### src/include/finder_params.svh
// finder parameters
// bus widths, memory depth and the codes that end a link chain or a token
`ifndef FINDER_PARAMS_SVH
`define FINDER_PARAMS_SVH

// data path and address path
`define DATA_W 8
`define ADDR_W 16

// bytes held by the dictionary memory
`define MEM_DEPTH 4096

// link value of the oldest header
`define NULL_LINK {`ADDR_W{1'b1}}

// token delimiter in the TIB
`define SPACE_CHAR 8'h20

`endif

### src/logic/finder_pkg.sv
// finder package
// byte and address types plus the word finder state encoding
`include "finder_params.svh"

package finder_pkg;

    typedef logic [`DATA_W-1:0] byte_t;      // one memory byte
    typedef logic [`ADDR_W-1:0] addr_t;      // address, link or tib pointer

    typedef enum logic [3:0] {
        IDLE,                                // wait for start
        SKIP,                                // leading space test
        LINK_LO,                             // link low byte
        LINK_HI,                             // link high byte
        LENGTH,                              // name length
        NAME_RD,                             // fetch one name byte
        TIB_RD,                              // fetch one tib byte
        COMPARE,                             // name vs tib
        TERM_RD,                             // fetch byte after the name
        TERM_CHK                             // must be a space
    } finder_state_e;

endpackage

### src/logic/dict_loader.sv
// dictionary loader
// turns a base strobe and byte strobes into memory writes at rising addresses
`timescale 1ns/1ps

module dict_loader import finder_pkg::*; (
    input  logic  clk,
    input  logic  reset,
    input  logic  load_begin,                // set pointer to load_base
    input  addr_t load_base,
    input  logic  load_strobe,               // one byte per strobe
    input  byte_t load_byte,
    output logic  wr_en,
    output addr_t wr_addr,
    output byte_t wr_data
);

    addr_t load_ptr;                         // next write address

    always_ff @(posedge clk) begin
        if (reset) begin
            wr_en    <= 1'b0;
            load_ptr <= '0;
        end else begin
            wr_en <= load_strobe;            // write follows strobe by one cycle
            if (load_begin) begin
                load_ptr <= load_base;
            end else if (load_strobe) begin
                load_ptr <= load_ptr + 1'b1; // auto increment
            end
        end
    end

    // write address and data
    always_ff @(posedge clk) begin
        if (load_strobe) begin
            wr_addr <= load_ptr;
            wr_data <= load_byte;
        end
    end

    // base and data strobes are separate steps of a load
    a_begin_strobe_excl: assert property (
        @(posedge clk) disable iff (reset) !(load_begin && load_strobe)
    ) else $error("load_begin and load_strobe high together");

endmodule

### config.mk
export PLATFORM = sky130hd
export DESIGN_NAME = dict_loader
export DESIGN_NICKNAME = d
export VERILOG_FILES = /design/src/logic/finder_pkg.sv /design/src/logic/dict_loader.sv
export VERILOG_INCLUDE_DIRS = /design/src /design/src/include
export SDC_FILE = /design/constraint.sdc
export NUM_CORES = 1
export LEC_CHECK = 0
export BUFFER_PORTS_ARGS = -buffer_cell sky130_fd_sc_hd__buf_2
export CAP_MARGIN = 20
export CORE_MARGIN = 10
export CORE_UTILIZATION = 40
export CTS_CLUSTER_DIAMETER = 50
export DETAILED_ROUTE_END_ITERATION = 7
export PLACE_DENSITY = 0.67
export SETUP_SLACK_MARGIN = 0.4
export SKIP_CTS_REPAIR_TIMING = 1
export SYNTH_ARGS = -nofsm -noshare
export SYNTH_HDL_FRONTEND = slang
export SYNTH_SLANG_ARGS = --single-unit
export TNS_END_PERCENT = 30
### constraint.sdc
create_clock -name clk -period 3.8 [get_ports clk]
set_input_delay 0.19 -clock clk [delete_from_list [all_inputs] [get_ports clk]]
set_output_delay 0.19 -clock clk [all_outputs]
set_load 0.005 [all_outputs]
==> key figures <==
Timing
  • Period utilization: 0.408
  • Final setup fails: 0
  • Fin. max-slew vios: 0
  • Clock Skew: 0.00435 ns
  • Sum Neg Setup Slack: 0 ns
  • Post-layout min period: 1.55 ns
  • Max Clk Rate: 0.645 GHz
  • Rel. slew slack: 0.557
  • Worst Tran Pin Value: 0.665 ns
  • Hold slack: 0.0791 ns
  • Final Hold Fails: 0
  • RSZ-0062 raised after global routing: no

Floorplanning
  • Initial Util: 0.424
  • Die span in x: 85.8 um
  • IO Pins: 53
  • CORE AREA: 4090 um^2
  • Rows: 23
  • Die ar.: 7360 um^2
  • Die H: 85.8 um

Min path
  • Hold EP: wr_data[5]
  • Hold path start: load_byte[5]
  • Hold Path Class: input port to flip-flop
  • Hold Crit Depth: 1

Global routing
  • Vias in the first global route: 1227
  • Tot GR Track Use: 0.0938
  • Overflow after GRT: 0
  • Initial antenna violation count: 0
  • First-pass GRT wire length: 5600 um
  • Largest net degree at the start of global routing: 32

Worst setup path
  • Max stage delay on crit path: 0.46 ns
  • Arr. time, crit path: 1.73 ns
  • CP endpoint kind: flip-flop
  • Crit-path cells: ha_1 > inv_1 > nor4_2 > xor2_1 > o21a_1
  • CP max-delay cell: dfxtp_1
  • Worst Setup SP: load_ptr[0]
  • Startpoint Class: flip-flop
  • Critical Path RT: 3.98 ns
  • CP bufs+invs: 1
  • Crit path kind: flip-flop to flip-flop
  • Worst r2r src: load_ptr[0]
  • Max FO, Critical Path: 6
  • Reg2reg setup slack: 2.25 ns
  • Reg2reg end: load_ptr[12]
  • R2R depth: 5
  • Top delay family on crit path: flip-flops

Cells and area
  • Antenna diodes: 0
  • Core Util, Final: 0.515
  • Layout cells sized above 1: 0.351
  • Layout area overhead: 21.5%
  • Nets: 219

Clocking
  • Max Root-Sink Buffers: 2
  • Clk slew on worst S/H paths: 0.07 ns
  • Cts bufs inserted: 5
  • Clock sink count: 41
  • Root buffer cell: clkbuf_8
  • Clk Latency, worst-skew pair: 0.28 ns
  • CTS tree: done
  • H-Tree Depth: 2

Power and ir drop
  • LEAKAGE: 0.934 nW
  • Gate power share: 0.091
  • Peak supply drop: 0.178 mV
  • Net Sw Power: 0.200 mW
  • Clock power frac: 0.318
  • Sw frac: 0.226
  • Flop pwr share: 0.592
  • Total power: 0.886 mW
  • Cell Pwr Density: 421 nW/um^2
  • Int Power: 0.686 mW

Place
  • I/O Buffers: 52
  • HPWL after detailed placement: 2720 um
  • GPL Wtd Cong: 0.871

Synth
  • Synthesized area: 1730 um^2
  • Post-synth top cells: edfxtp_1, dfxtp_1, a21oi_1, inv_1, o21a_1
  • Avg Cell Area, Syn: 12.5 um^2
  • Most used DFF post-synth: edfxtp_1
  • #FFs+latches synth: 41
  • Number of flops mapped to enable cells by yosys: 24
  • Async S/R FF share, synth: 0
  • Ranking of synthesized cells by area: edfxtp_1, dfxtp_1, xor2_1, o21a_1, a21oi_1
  • Synth unique cells: 23
  • Sequential share of the synthesized area: 0.613
  • Dominant cell type by area after synthesis: edfxtp_1
  • Cell count after synthesis: 138
  • Syn nets: 167
  • Most common cell in the netlist: edfxtp_1
  • Area share of the largest cell type after synthesis: 0.416
  • Synth warn: 0

Job
  • Max Cap Viol: 0

Routing
  • Routed WL: 3510 um
  • Iter 0 DRT Violations: 81
  • Drt pass-1 iters: 4
  • Drt drc: 0
  • Post-DRT Antenna Nets: 0
  • Via density: 4.88
  • Total number of vias: 1175
  • WL/cell: 14.6 um

Run status
  • Status: complete, no violations
==> cells by family after synthesis <==
family          count (synthesis)  synth area share
mux                             4            0.0231
flops                          41             0.613
simple gates                   33             0.146
buf+inv                        20            0.0520
compound gates                 25            0.0881
fa+ha+maj                       1           0.00722
xor+xnor                       14            0.0708
==> how the worst max path moves through the flow <==
stage / slack (ns) / end / depth (start not counted)
after floorplan: 2.46 / load_ptr[12] / 5
after global placement: 2.06 / load_ptr[5] / 5
after detailed placement: 1.99 / load_ptr[5] / 5
after CTS: 2.25 / load_ptr[12] / 5
after global routing: 2.11 / load_ptr[10] / 5
final: 2.25 / load_ptr[12] / 5
==> layer usage <==
layer,GRT usage,vias up,wire length [um],share of wire
li1,-,589,-,-
met1,0.105,539,1510,0.43
met2,0.149,40,1630,0.46
met3,0.0369,7,300,0.085
met4,0.0539,0,71,0.020
met5,0,-,0,0
==> flip-flops by register name, summed over array words and instances, names as in the netlist <==
register / cells
load_ptr: 16
wr_en: 1
wr_data: 8
wr_addr: 16
==> cell usage in the layout (no fill, tap or decap) <==
cell,synthesis,layout
ha_1,1,1
inv_1,13,13
xnor2_1,5,5
a21oi_1,13,13
edfxtp_1,24,24
nor3_1,4,4
nor2_1,7,7
clkinv_1,0,1
nand4_4,2,2
nor2b_1,1,1
nand4_1,4,4
nand2_1,5,5
o21ai_0,1,1
xor2_1,9,9
nand3_1,3,3
mux2i_1,4,4
nor4_2,4,4
nor4_4,2,2
clkinv_2,0,1
or3_1,1,1
clkbuf_8,0,6
dfxtp_1,17,17
o21a_1,10,10
a21o_1,1,1
buf_2,0,52
==> power groups by stage <==
| stage | clock, mW | combinational, mW | sequential (mW) |
|---|---|---|---|
| 2_1_floorplan | 0 | 0.0372 | 0.533 |
| 3_3_place_gp | 0 | 0.0794 | 0.533 |
| 3_5_place_dp | 0 | 0.0820 | 0.535 |
| 4_1_cts | 0.286 | 0.0825 | 0.525 |
| 5_1_grt | 0.310 | 0.0911 | 0.528 |
| 6_report | 0.282 | 0.0803 | 0.524 |
==> metrics by stage <==
stage | area (um^2) | cells | worst slack, ns
after global routing | 2100 | 241 | 2.11
after global placement | 2010 | 233 | 2.06
after floorplan | 1730 | 138 | 2.46
final | 2100 | 241 | 2.25
after detailed placement | 2010 | 233 | 1.99
after CTS | 2100 | 241 | 2.25
==> layout make-up <==
cell class | instances | area [um^2]
timing repair buffer | 52 | 260
clock buffer | 6 | 82.6
tap | 50 | 62.6
multi-input combinational | 77 | 581
clock inverter | 2 | 8.76
inverter | 13 | 48.8
sequential | 41 | 1060
fill | 389 | 1980
No activity file was read; power rests on OpenSTA's default activity.
